<file path="config.mk">
export PLATFORM = sky130hd
export DESIGN_NAME = pipe_core_top
export DESIGN_NICKNAME = d
export VERILOG_FILES = /design/src/cpu_pkg.sv /design/src/ex_stage.sv /design/src/id_reg.sv /design/src/id_stage.sv /design/src/pipe_core_top.sv /design/src/reg_file.sv /design/src/wb_stage.sv
export SDC_FILE = /design/constraint.sdc
export NUM_CORES = 2
export LEC_CHECK = 0
export BUFFER_PORTS_ARGS = -buffer_cell sky130_fd_sc_hd__buf_4
export CAP_MARGIN = 30
export CORE_ASPECT_RATIO = 1.1
export CORE_MARGIN = 2
export CORE_UTILIZATION = 50
export DETAILED_ROUTE_END_ITERATION = 10
export GPL_TIMING_DRIVEN = 0
export PLACE_DENSITY = 0.63
export SLEW_MARGIN = 10
export SYNTH_ARGS = -nofsm -noshare
export SYNTH_HDL_FRONTEND = slang
export SYNTH_HIERARCHICAL = 1
export SYNTH_SLANG_ARGS = --single-unit
</file>
<file path="constraint.sdc">
create_clock -name clk -period 13 [get_ports clk]
set_input_delay 2.6 -clock clk [delete_from_list [all_inputs] [get_ports clk]]
set_output_delay 2.6 -clock clk [all_outputs]
set_load 0.02 [all_outputs]
</file>
<file path="src/cpu_pkg.sv">
`default_nettype none

package cpu_pkg;

    // ----------------------------------------------------------
    // widths
    // ----------------------------------------------------------
    localparam int word_w     = 32;
    localparam int reg_addr_w = 5;
    localparam int imm_w      = 16;
    localparam int shamt_w    = 5;   // shift amount from low bits of operand b

    // ----------------------------------------------------------
    // instruction fields
    // ----------------------------------------------------------
    localparam int op_msb  = 31;
    localparam int op_lsb  = 26;
    localparam int rd_msb  = 25;
    localparam int rd_lsb  = 21;
    localparam int ra_msb  = 20;
    localparam int ra_lsb  = 16;
    localparam int rb_msb  = 15;
    localparam int rb_lsb  = 11;
    localparam int imm_msb = 15;
    localparam int imm_lsb = 0;

    // opcodes, anything not listed is a nop
    typedef enum logic [5:0] {
        OP_NOP  = 6'h00,
        OP_ADD  = 6'h01,
        OP_SUB  = 6'h02,
        OP_AND  = 6'h03,
        OP_OR   = 6'h04,
        OP_XOR  = 6'h05,
        OP_SHL  = 6'h06,
        OP_SHR  = 6'h07,   // logical
        OP_SRA  = 6'h08,
        OP_ADDI = 6'h10,
        OP_ANDI = 6'h11,
        OP_ORI  = 6'h12,
        OP_LUI  = 6'h13,
        OP_BEQ  = 6'h20,
        OP_BNE  = 6'h21,
        OP_BLT  = 6'h22,   // signed
        OP_JMP  = 6'h23
    } opcode_t;

    typedef enum logic [3:0] {
        ALU_NOP, ALU_ADD, ALU_SUB, ALU_AND, ALU_OR,
        ALU_XOR, ALU_SHL, ALU_SHR, ALU_SRA, ALU_PASSB
    } alu_op_t;

    typedef enum logic [2:0] {
        CMP_NOP, CMP_EQ, CMP_NE, CMP_LT, CMP_ALWAYS
    } cmp_op_t;

endpackage

`default_nettype wire

</file>
<file path="src/ex_stage.sv">
`timescale 1ns/100ps
`default_nettype none

module ex_stage (
    input  logic                       id_en,
    input  cpu_pkg::alu_op_t           id_alu_op,
    input  logic [cpu_pkg::word_w-1:0] id_alu_in_0,
    input  logic [cpu_pkg::word_w-1:0] id_alu_in_1,
    input  cpu_pkg::cmp_op_t           id_cmp_op,
    input  logic [cpu_pkg::word_w-1:0] id_cmp_in_0,
    input  logic [cpu_pkg::word_w-1:0] id_cmp_in_1,
    output logic [cpu_pkg::word_w-1:0] alu_out,
    output logic                       cond_true,
    output logic                       ex_taken
);

    logic [cpu_pkg::shamt_w-1:0] shamt;

    assign shamt = id_alu_in_1[cpu_pkg::shamt_w-1:0];

    // ----------------------------------------------------------
    // alu
    // ----------------------------------------------------------
    always_comb begin
        case (id_alu_op)
            cpu_pkg::ALU_ADD:   alu_out = id_alu_in_0 + id_alu_in_1;
            cpu_pkg::ALU_SUB:   alu_out = id_alu_in_0 - id_alu_in_1;
            cpu_pkg::ALU_AND:   alu_out = id_alu_in_0 & id_alu_in_1;
            cpu_pkg::ALU_OR:    alu_out = id_alu_in_0 | id_alu_in_1;
            cpu_pkg::ALU_XOR:   alu_out = id_alu_in_0 ^ id_alu_in_1;
            cpu_pkg::ALU_SHL:   alu_out = id_alu_in_0 << shamt;
            cpu_pkg::ALU_SHR:   alu_out = id_alu_in_0 >> shamt;
            cpu_pkg::ALU_SRA:   alu_out = $signed(id_alu_in_0) >>> shamt;
            cpu_pkg::ALU_PASSB: alu_out = id_alu_in_1;   // lui
            default:            alu_out = '0;
        endcase
    end

    // ----------------------------------------------------------
    // branch compare
    // ----------------------------------------------------------
    always_comb begin
        case (id_cmp_op)
            cpu_pkg::CMP_EQ:     cond_true = (id_cmp_in_0 == id_cmp_in_1);
            cpu_pkg::CMP_NE:     cond_true = (id_cmp_in_0 != id_cmp_in_1);
            cpu_pkg::CMP_LT:     cond_true = ($signed(id_cmp_in_0) < $signed(id_cmp_in_1));
            cpu_pkg::CMP_ALWAYS: cond_true = 1'b1;
            default:             cond_true = 1'b0;
        endcase
    end

    // only a live instruction redirects
    assign ex_taken = id_en & cond_true;

endmodule

`default_nettype wire

</file>
<file path="src/id_reg.sv">
`timescale 1ns/100ps
`default_nettype none

module id_reg (
    input  logic                           clk,
    input  logic                           rst_n,
    // decoded instruction
    input  cpu_pkg::alu_op_t               alu_op,
    input  logic [cpu_pkg::word_w-1:0]     alu_in_0,
    input  logic [cpu_pkg::word_w-1:0]     alu_in_1,
    input  cpu_pkg::cmp_op_t               cmp_op,
    input  logic [cpu_pkg::word_w-1:0]     cmp_in_0,
    input  logic [cpu_pkg::word_w-1:0]     cmp_in_1,
    input  logic [cpu_pkg::reg_addr_w-1:0] dst_addr,
    input  logic                           gpr_we,
    input  logic [cpu_pkg::word_w-1:0]     br_target,
    input  logic                           instr_valid,
    // pipeline control
    input  logic                           stall,
    input  logic                           flush,
    // to ex
    output logic                           id_en,
    output cpu_pkg::alu_op_t               id_alu_op,
    output logic [cpu_pkg::word_w-1:0]     id_alu_in_0,
    output logic [cpu_pkg::word_w-1:0]     id_alu_in_1,
    output cpu_pkg::cmp_op_t               id_cmp_op,
    output logic [cpu_pkg::word_w-1:0]     id_cmp_in_0,
    output logic [cpu_pkg::word_w-1:0]     id_cmp_in_1,
    output logic [cpu_pkg::reg_addr_w-1:0] id_dst_addr,
    output logic                           id_gpr_we,
    output logic [cpu_pkg::word_w-1:0]     id_br_target
);

    always_ff @(posedge clk or negedge rst_n) begin
        if (!rst_n) begin
            id_en        <= 1'b0;
            id_alu_op    <= cpu_pkg::ALU_NOP;
            id_alu_in_0  <= '0;
            id_alu_in_1  <= '0;
            id_cmp_op    <= cpu_pkg::CMP_NOP;
            id_cmp_in_0  <= '0;
            id_cmp_in_1  <= '0;
            id_dst_addr  <= '0;
            id_gpr_we    <= 1'b0;
            id_br_target <= '0;
        end else if (!stall) begin         // stall holds everything
            if (flush) begin               // squash to a nop
                id_en        <= 1'b0;
                id_alu_op    <= cpu_pkg::ALU_NOP;
                id_alu_in_0  <= '0;
                id_alu_in_1  <= '0;
                id_cmp_op    <= cpu_pkg::CMP_NOP;
                id_cmp_in_0  <= '0;
                id_cmp_in_1  <= '0;
                id_dst_addr  <= '0;
                id_gpr_we    <= 1'b0;
                id_br_target <= '0;
            end else begin
                id_en        <= instr_valid;
                id_alu_op    <= alu_op;
                id_alu_in_0  <= alu_in_0;
                id_alu_in_1  <= alu_in_1;
                id_cmp_op    <= cmp_op;
                id_cmp_in_0  <= cmp_in_0;
                id_cmp_in_1  <= cmp_in_1;
                id_dst_addr  <= dst_addr;
                id_gpr_we    <= gpr_we & instr_valid;  // empty slot forwards nothing
                id_br_target <= br_target;
            end
        end
    end

endmodule

`default_nettype wire

</file>
<file path="src/id_stage.sv">
`timescale 1ns/100ps
`default_nettype none

module id_stage (
    input  logic [cpu_pkg::word_w-1:0]     instr,
    input  logic [cpu_pkg::word_w-1:0]     pc,
    output logic [cpu_pkg::reg_addr_w-1:0] ra_addr,
    output logic [cpu_pkg::reg_addr_w-1:0] rb_addr,
    input  logic [cpu_pkg::word_w-1:0]     ra_data,
    input  logic [cpu_pkg::word_w-1:0]     rb_data,
    input  logic                           ex_fwd_we,
    input  logic [cpu_pkg::reg_addr_w-1:0] ex_fwd_addr,
    input  logic [cpu_pkg::word_w-1:0]     ex_fwd_data,
    input  logic                           wb_en,
    input  logic [cpu_pkg::reg_addr_w-1:0] wb_addr,
    input  logic [cpu_pkg::word_w-1:0]     wb_data,
    output cpu_pkg::alu_op_t               alu_op,
    output logic [cpu_pkg::word_w-1:0]     alu_in_0,
    output logic [cpu_pkg::word_w-1:0]     alu_in_1,
    output cpu_pkg::cmp_op_t               cmp_op,
    output logic [cpu_pkg::word_w-1:0]     cmp_in_0,
    output logic [cpu_pkg::word_w-1:0]     cmp_in_1,
    output logic [cpu_pkg::reg_addr_w-1:0] dst_addr,
    output logic                           gpr_we,
    output logic [cpu_pkg::word_w-1:0]     br_target
);

    cpu_pkg::opcode_t               opcode;
    logic [cpu_pkg::reg_addr_w-1:0] rd_field;
    logic [cpu_pkg::imm_w-1:0]      imm16;
    logic [cpu_pkg::word_w-1:0]     imm_sext;
    logic [cpu_pkg::word_w-1:0]     imm_zext;
    logic [cpu_pkg::word_w-1:0]     ra_val;
    logic [cpu_pkg::word_w-1:0]     rb_val;

    // ex result wins over wb result
    function automatic logic [cpu_pkg::word_w-1:0] fwd(
        input logic [cpu_pkg::reg_addr_w-1:0] addr,
        input logic [cpu_pkg::word_w-1:0]     rf_val,
        input logic                           e_we,
        input logic [cpu_pkg::reg_addr_w-1:0] e_addr,
        input logic [cpu_pkg::word_w-1:0]     e_data,
        input logic                           w_we,
        input logic [cpu_pkg::reg_addr_w-1:0] w_addr,
        input logic [cpu_pkg::word_w-1:0]     w_data
    );
        logic [cpu_pkg::word_w-1:0] val;
        if (addr == '0)                   val = '0;
        else if (e_we && e_addr == addr)  val = e_data;
        else if (w_we && w_addr == addr)  val = w_data;
        else                              val = rf_val;
        return val;
    endfunction

    // ----------------------------------------------------------
    // fields
    // ----------------------------------------------------------
    assign opcode   = cpu_pkg::opcode_t'(instr[cpu_pkg::op_msb:cpu_pkg::op_lsb]);
    assign rd_field = instr[cpu_pkg::rd_msb:cpu_pkg::rd_lsb];
    assign imm16    = instr[cpu_pkg::imm_msb:cpu_pkg::imm_lsb];
    assign imm_sext = {{(cpu_pkg::word_w-cpu_pkg::imm_w){imm16[cpu_pkg::imm_w-1]}}, imm16};
    assign imm_zext = {{(cpu_pkg::word_w-cpu_pkg::imm_w){1'b0}}, imm16};
    assign ra_addr  = instr[cpu_pkg::ra_msb:cpu_pkg::ra_lsb];
    assign dst_addr = rd_field;

    // branches compare ra against rd through port b
    always_comb begin
        case (opcode)
            cpu_pkg::OP_BEQ, cpu_pkg::OP_BNE, cpu_pkg::OP_BLT: rb_addr = rd_field;
            default: rb_addr = instr[cpu_pkg::rb_msb:cpu_pkg::rb_lsb];
        endcase
    end

    always_comb begin
        ra_val = fwd(ra_addr, ra_data, ex_fwd_we, ex_fwd_addr, ex_fwd_data,
                     wb_en, wb_addr, wb_data);
        rb_val = fwd(rb_addr, rb_data, ex_fwd_we, ex_fwd_addr, ex_fwd_data,
                     wb_en, wb_addr, wb_data);
    end

    assign br_target = pc + {imm_sext[cpu_pkg::word_w-3:0], 2'b00};  // pc + 4*imm

    // ----------------------------------------------------------
    // decode
    // ----------------------------------------------------------
    always_comb begin
        alu_op   = cpu_pkg::ALU_NOP;
        alu_in_0 = ra_val;
        alu_in_1 = rb_val;
        cmp_op   = cpu_pkg::CMP_NOP;
        cmp_in_0 = ra_val;
        cmp_in_1 = rb_val;
        gpr_we   = 1'b1;
        case (opcode)
            cpu_pkg::OP_ADD:  alu_op = cpu_pkg::ALU_ADD;
            cpu_pkg::OP_SUB:  alu_op = cpu_pkg::ALU_SUB;
            cpu_pkg::OP_AND:  alu_op = cpu_pkg::ALU_AND;
            cpu_pkg::OP_OR:   alu_op = cpu_pkg::ALU_OR;
            cpu_pkg::OP_XOR:  alu_op = cpu_pkg::ALU_XOR;
            cpu_pkg::OP_SHL:  alu_op = cpu_pkg::ALU_SHL;
            cpu_pkg::OP_SHR:  alu_op = cpu_pkg::ALU_SHR;
            cpu_pkg::OP_SRA:  alu_op = cpu_pkg::ALU_SRA;
            cpu_pkg::OP_ADDI: begin
                alu_op   = cpu_pkg::ALU_ADD;
                alu_in_1 = imm_sext;
            end
            cpu_pkg::OP_ANDI: begin
                alu_op   = cpu_pkg::ALU_AND;
                alu_in_1 = imm_zext;
            end
            cpu_pkg::OP_ORI: begin
                alu_op   = cpu_pkg::ALU_OR;
                alu_in_1 = imm_zext;
            end
            cpu_pkg::OP_LUI: begin
                alu_op   = cpu_pkg::ALU_PASSB;
                alu_in_1 = {imm16, {(cpu_pkg::word_w-cpu_pkg::imm_w){1'b0}}};
            end
            cpu_pkg::OP_BEQ: begin
                cmp_op = cpu_pkg::CMP_EQ;
                gpr_we = 1'b0;
            end
            cpu_pkg::OP_BNE: begin
                cmp_op = cpu_pkg::CMP_NE;
                gpr_we = 1'b0;
            end
            cpu_pkg::OP_BLT: begin
                cmp_op = cpu_pkg::CMP_LT;
                gpr_we = 1'b0;
            end
            cpu_pkg::OP_JMP: begin
                cmp_op = cpu_pkg::CMP_ALWAYS;  // jump is an always-true branch
                gpr_we = 1'b0;
            end
            default: gpr_we = 1'b0;            // nop
        endcase
        if (rd_field == '0) begin
            gpr_we = 1'b0;
        end
    end

endmodule

`default_nettype wire

</file>
<file path="src/pipe_core_top.sv">
`timescale 1ns/100ps
`default_nettype none

module pipe_core_top (
    input  logic                           clk,
    input  logic                           rst_n,
    input  logic                           instr_valid,
    input  logic [cpu_pkg::word_w-1:0]     instr,
    input  logic [cpu_pkg::word_w-1:0]     pc,
    input  logic                           stall,
    output logic                           wb_en,
    output logic [cpu_pkg::reg_addr_w-1:0] wb_addr,
    output logic [cpu_pkg::word_w-1:0]     wb_data,
    output logic                           branch_taken,
    output logic [cpu_pkg::word_w-1:0]     branch_target
);

    // regfile ports
    logic [cpu_pkg::reg_addr_w-1:0] ra_addr, rb_addr;
    logic [cpu_pkg::word_w-1:0]     ra_data, rb_data;

    // decoded bundle
    cpu_pkg::alu_op_t               alu_op;
    cpu_pkg::cmp_op_t               cmp_op;
    logic [cpu_pkg::word_w-1:0]     alu_in_0, alu_in_1, cmp_in_0, cmp_in_1, br_target;
    logic [cpu_pkg::reg_addr_w-1:0] dst_addr;
    logic                           gpr_we;

    // id/ex outputs
    logic                           id_en, id_gpr_we;
    cpu_pkg::alu_op_t               id_alu_op;
    cpu_pkg::cmp_op_t               id_cmp_op;
    logic [cpu_pkg::word_w-1:0]     id_alu_in_0, id_alu_in_1, id_cmp_in_0, id_cmp_in_1;
    logic [cpu_pkg::word_w-1:0]     id_br_target;
    logic [cpu_pkg::reg_addr_w-1:0] id_dst_addr;

    // execute results
    logic [cpu_pkg::word_w-1:0]     alu_out;
    logic                           ex_taken;

    reg_file u_reg_file (
        .clk, .rst_n, .ra_addr, .rb_addr, .ra_data, .rb_data,
        .we(wb_en), .wr_addr(wb_addr), .wr_data(wb_data)
    );

    id_stage u_id_stage (
        .instr, .pc, .ra_addr, .rb_addr, .ra_data, .rb_data,
        .ex_fwd_we(id_gpr_we), .ex_fwd_addr(id_dst_addr), .ex_fwd_data(alu_out),
        .wb_en, .wb_addr, .wb_data,
        .alu_op, .alu_in_0, .alu_in_1, .cmp_op, .cmp_in_0, .cmp_in_1,
        .dst_addr, .gpr_we, .br_target
    );

    id_reg u_id_reg (
        .clk, .rst_n, .alu_op, .alu_in_0, .alu_in_1, .cmp_op, .cmp_in_0, .cmp_in_1,
        .dst_addr, .gpr_we, .br_target, .instr_valid, .stall, .flush(ex_taken),
        .id_en, .id_alu_op, .id_alu_in_0, .id_alu_in_1, .id_cmp_op,
        .id_cmp_in_0, .id_cmp_in_1, .id_dst_addr, .id_gpr_we, .id_br_target
    );

    // cond_true is folded into ex_taken inside the stage
    ex_stage u_ex_stage (
        .id_en, .id_alu_op, .id_alu_in_0, .id_alu_in_1, .id_cmp_op,
        .id_cmp_in_0, .id_cmp_in_1, .alu_out, .cond_true(), .ex_taken
    );

    wb_stage u_wb_stage (
        .clk, .rst_n, .stall, .id_en, .id_gpr_we, .id_dst_addr, .id_br_target,
        .alu_out, .ex_taken, .wb_en, .wb_addr, .wb_data, .branch_taken, .branch_target
    );

endmodule

`default_nettype wire

</file>
<file path="src/reg_file.sv">
`timescale 1ns/100ps
`default_nettype none

module reg_file (
    input  logic                           clk,
    input  logic                           rst_n,
    input  logic [cpu_pkg::reg_addr_w-1:0] ra_addr,
    input  logic [cpu_pkg::reg_addr_w-1:0] rb_addr,
    output logic [cpu_pkg::word_w-1:0]     ra_data,
    output logic [cpu_pkg::word_w-1:0]     rb_data,
    input  logic                           we,
    input  logic [cpu_pkg::reg_addr_w-1:0] wr_addr,
    input  logic [cpu_pkg::word_w-1:0]     wr_data
);

    logic [cpu_pkg::word_w-1:0] regs [2**cpu_pkg::reg_addr_w];

    // write port, r0 stays zero
    always_ff @(posedge clk or negedge rst_n) begin
        if (!rst_n) begin
            for (int i = 0; i < 2**cpu_pkg::reg_addr_w; i++) begin
                regs[i] <= '0;
            end
        end else if (we && wr_addr != '0) begin
            regs[wr_addr] <= wr_data;
        end
    end

    // async reads
    assign ra_data = (ra_addr == '0) ? '0 : regs[ra_addr];
    assign rb_data = (rb_addr == '0) ? '0 : regs[rb_addr];

endmodule

`default_nettype wire

</file>
<file path="src/wb_stage.sv">
`timescale 1ns/100ps
`default_nettype none

module wb_stage (
    input  logic                           clk,
    input  logic                           rst_n,
    input  logic                           stall,
    input  logic                           id_en,
    input  logic                           id_gpr_we,
    input  logic [cpu_pkg::reg_addr_w-1:0] id_dst_addr,
    input  logic [cpu_pkg::word_w-1:0]     id_br_target,
    input  logic [cpu_pkg::word_w-1:0]     alu_out,
    input  logic                           ex_taken,
    output logic                           wb_en,
    output logic [cpu_pkg::reg_addr_w-1:0] wb_addr,
    output logic [cpu_pkg::word_w-1:0]     wb_data,
    output logic                           branch_taken,
    output logic [cpu_pkg::word_w-1:0]     branch_target
);

    // enables, bubble while stalled
    always_ff @(posedge clk or negedge rst_n) begin
        if (!rst_n) begin
            wb_en        <= 1'b0;
            branch_taken <= 1'b0;
        end else if (stall) begin
            wb_en        <= 1'b0;
            branch_taken <= 1'b0;
        end else begin
            wb_en        <= id_en & id_gpr_we;
            branch_taken <= ex_taken;        // one-cycle pulse
        end
    end

    // payload, qualified by the enables above
    always_ff @(posedge clk) begin
        wb_addr       <= id_dst_addr;
        wb_data       <= alu_out;
        branch_target <= id_br_target;
    end

endmodule

`default_nettype wire
</file>
==> results.cfg <==
[run_status]
status = completed

[critical_path]
cp.buffers_inverters = 5
crit_path_max_incr_delay_ns = 0.95
cpMostUsedCell = buf_2
path_max_fanout = 12
endpoint_kind = flip-flop
critPathRequiredTime_ns = 13.72
cp-start-kind = flip-flop
reg2reg_depth = 25
crit_arrival_ns = 8.83
crit_slowest_cell = o221ai_1
cp_num_cells = 25
worstSetupPathType = reg2reg
crit_family = compound AO/OA/AOI/OAI gates

[floorplan]
core_area_um2 = 153000
initial_utilization = 0.502
die_x_um = 378
die-height_um = 415
die_area_um2 = 157000
placementRows = 151
ios = 139

[worst_hold_path]
hp-class = reg2reg
holdPathStages = 0

[grt]
first_global_vias = 60800
antenna_found_initial = 15
grt_overflow_total = 0
track_usage = 0.411
grt_pass1_wl_um = 455000
grt_max_degree = 164

[place]
hpwl_um = 240000
gp_congestion = 1.02
io_buffers = 131

[detailed_routing]
wirelength_um = 324000
drt_first_pass_iters = 6
drtIter0Drc = 7827
wl_per_cell_um = 36.0
via_per_inst = 6.83
drc_errors = 0
vias = 61500
ant_nets = 0

[clock_tree]
cts_tree = built
post_cts_resized = 0
hold_buffers = 0
clkLatencyLatePin_ns = 0.81
htreeDepth = 4
clk_pin_slew_ns = 0.06
clock_sinks = 1269
cts_root_buffer = clkbuf_16
clk_path_buf_depth = 3
cts_setup_buffers = 0
numCtsBuffers = 140

[cells_and_area]
final_net_count = 7044
drive_above_1_share = 0.344
fillers = 13000
layout_commonest_cell = dfrtp_1
synthToLayoutAreaGrowth_pct = 12.3
layout_common_cells = 1200 x dfrtp_1, 1057 x mux2_2, 471 x mux4_2

[timing]
maxSlewViolCount = 0
tightest_slew_ns = 1.23
hold_slack_ns = 0.370
relSlewSlack = 0.176
setup_viol = 0
max_clock_freq_mhz = 123
min_period_ns = 8.11
hold_violations = 0
rsz0062_at_grt = no
finalCritPeriodShare = 0.624
fin_skew_ns = 0.0335

[power_and_ir_drop]
power_frac_seq = 0.399
p_sw_uw = 3590
ir_drop_mv = 0.130
p_clk_frac = 0.384
p_total_uw = 10900
p_comb_frac = 0.218
pwr_density_cell_nw_per_um2 = 127
p_leak_uw = 0.0394
p_int_uw = 7340
swShare = 0.329

[yosys]
synth_nets = 6703
synth_area_um2 = 77000
synth_warnings = 6
syn_avg_cell_area_um2 = 11.9
syn_inst = 6475

[flow_run]
cap_violations = 0
worst reg2reg max path, stage by stage (launching register included):
cell	delay, ns
dfrtp_1	0.55
buf_2	0.28
inv_1	0.16
buf_2	0.29
buf_2	0.43
ha_1	0.28
nand4_1	0.24
nor3_1	0.54
nand3_1	0.18
o21ai_0	0.24
xnor2_1	0.16
ha_1	0.36
a21o_1	0.20
a21o_2	0.20
a21oi_1	0.31
o2111ai_1	0.28
and2_1	0.28
a221o_1	0.44
o21ai_0	0.26
xor2_1	0.14
o221ai_1	0.95
nor2_1	0.11
a211oi_1	0.78
buf_4	0.23
nand2b_1	0.05
o21ai_1	0.10
path summary, 6_finish.rpt:
| kind | startpoint | to | slack (ns) |
|---|---|---|---|
| max in group asynchronous | rst_n | u_reg_file/regs[807] | 9.14 |
| min in group asynchronous | rst_n | u_id_reg/id_cmp_in_0[23] | 1.72 |
| hold / removal | u_id_reg/id_br_target[22] | u_wb_stage/branch_target[22] | 0.37 |
| hold reg to reg | u_id_reg/id_br_target[22] | u_wb_stage/branch_target[22] | 0.37 |
| setup / recovery | u_id_reg/id_alu_in_1[0] | u_id_reg/id_cmp_in_0[29] | 4.89 |
| setup reg to reg | u_id_reg/id_alu_in_1[0] | u_id_reg/id_cmp_in_0[29] | 4.89 |
per-layer routing:
| layer | share of wire | track usage | routed length, um |
|---|---|---|---|
| met1 | 0.36 | 0.495 | 116000 |
| met2 | 0.45 | 0.621 | 145000 |
| met3 | 0.10 | 0.126 | 34000 |
| met4 | 0.089 | 0.301 | 28800 |
| met5 | 0.00054 | 0.00804 | 174 |
power groups by stage:
stage | Clock, uW | Combinational [uW] | Sequential [uW]
after floorplan | 0 | 1240 | 4310
after global placement | 0 | 2190 | 4440
after detailed placement | 0 | 2270 | 4420
after CTS | 4240 | 2290 | 4350
after global routing | 4410 | 2470 | 4360
final | 4200 | 2380 | 4360
state kept, by name (all words and copies together) (netlist names), 3 cells and up:
name / count
u_reg_file/regs: 1024
u_id_reg/id_alu_in_0: 32
u_id_reg/id_alu_in_1: 32
u_id_reg/id_br_target: 32
u_id_reg/id_cmp_in_0: 32
u_id_reg/id_cmp_in_1: 32
u_wb_stage/branch_target: 32
u_wb_stage/wb_data: 32
u_id_reg/id_dst_addr: 5
u_wb_stage/wb_addr: 5
u_id_reg/id_alu_op: 4
u_id_reg/id_cmp_op: 3
cell type report:
class / count / area [um^2] / share of cell area
well taps: 2065 / 2580 / 0.0299
clock buffers: 206 / 4210 / 0.0488
clock inverters: 43 / 603 / 0.00698
inverters: 132 / 495 / 0.00573
diodes: 20 / 50.0 / 0.000579
plain buffers: 670 / 3550 / 0.0410
repair buffers: 199 / 1930 / 0.0223
flip-flops and latches: 1269 / 31400 / 0.364
multi-input cells: 4404 / 41600 / 0.481
through the flow:
stage               setup TNS (ns)  std cells  worst slack, ns  utilization  instance area [um^2]
floorplan                        0       6475             7.32            -                 77000
global placement          -6407.86       8671            -5.65        0.525                 80500
finish                           0       9008             4.89        0.563                 86400
global route                     0       8992             4.83        0.563                 86400
detailed placement               0       8728             4.94        0.531                 81400
CTS                              0       8977             5.36        0.562                 86300
No activity file was read; power rests on OpenSTA's default activity.
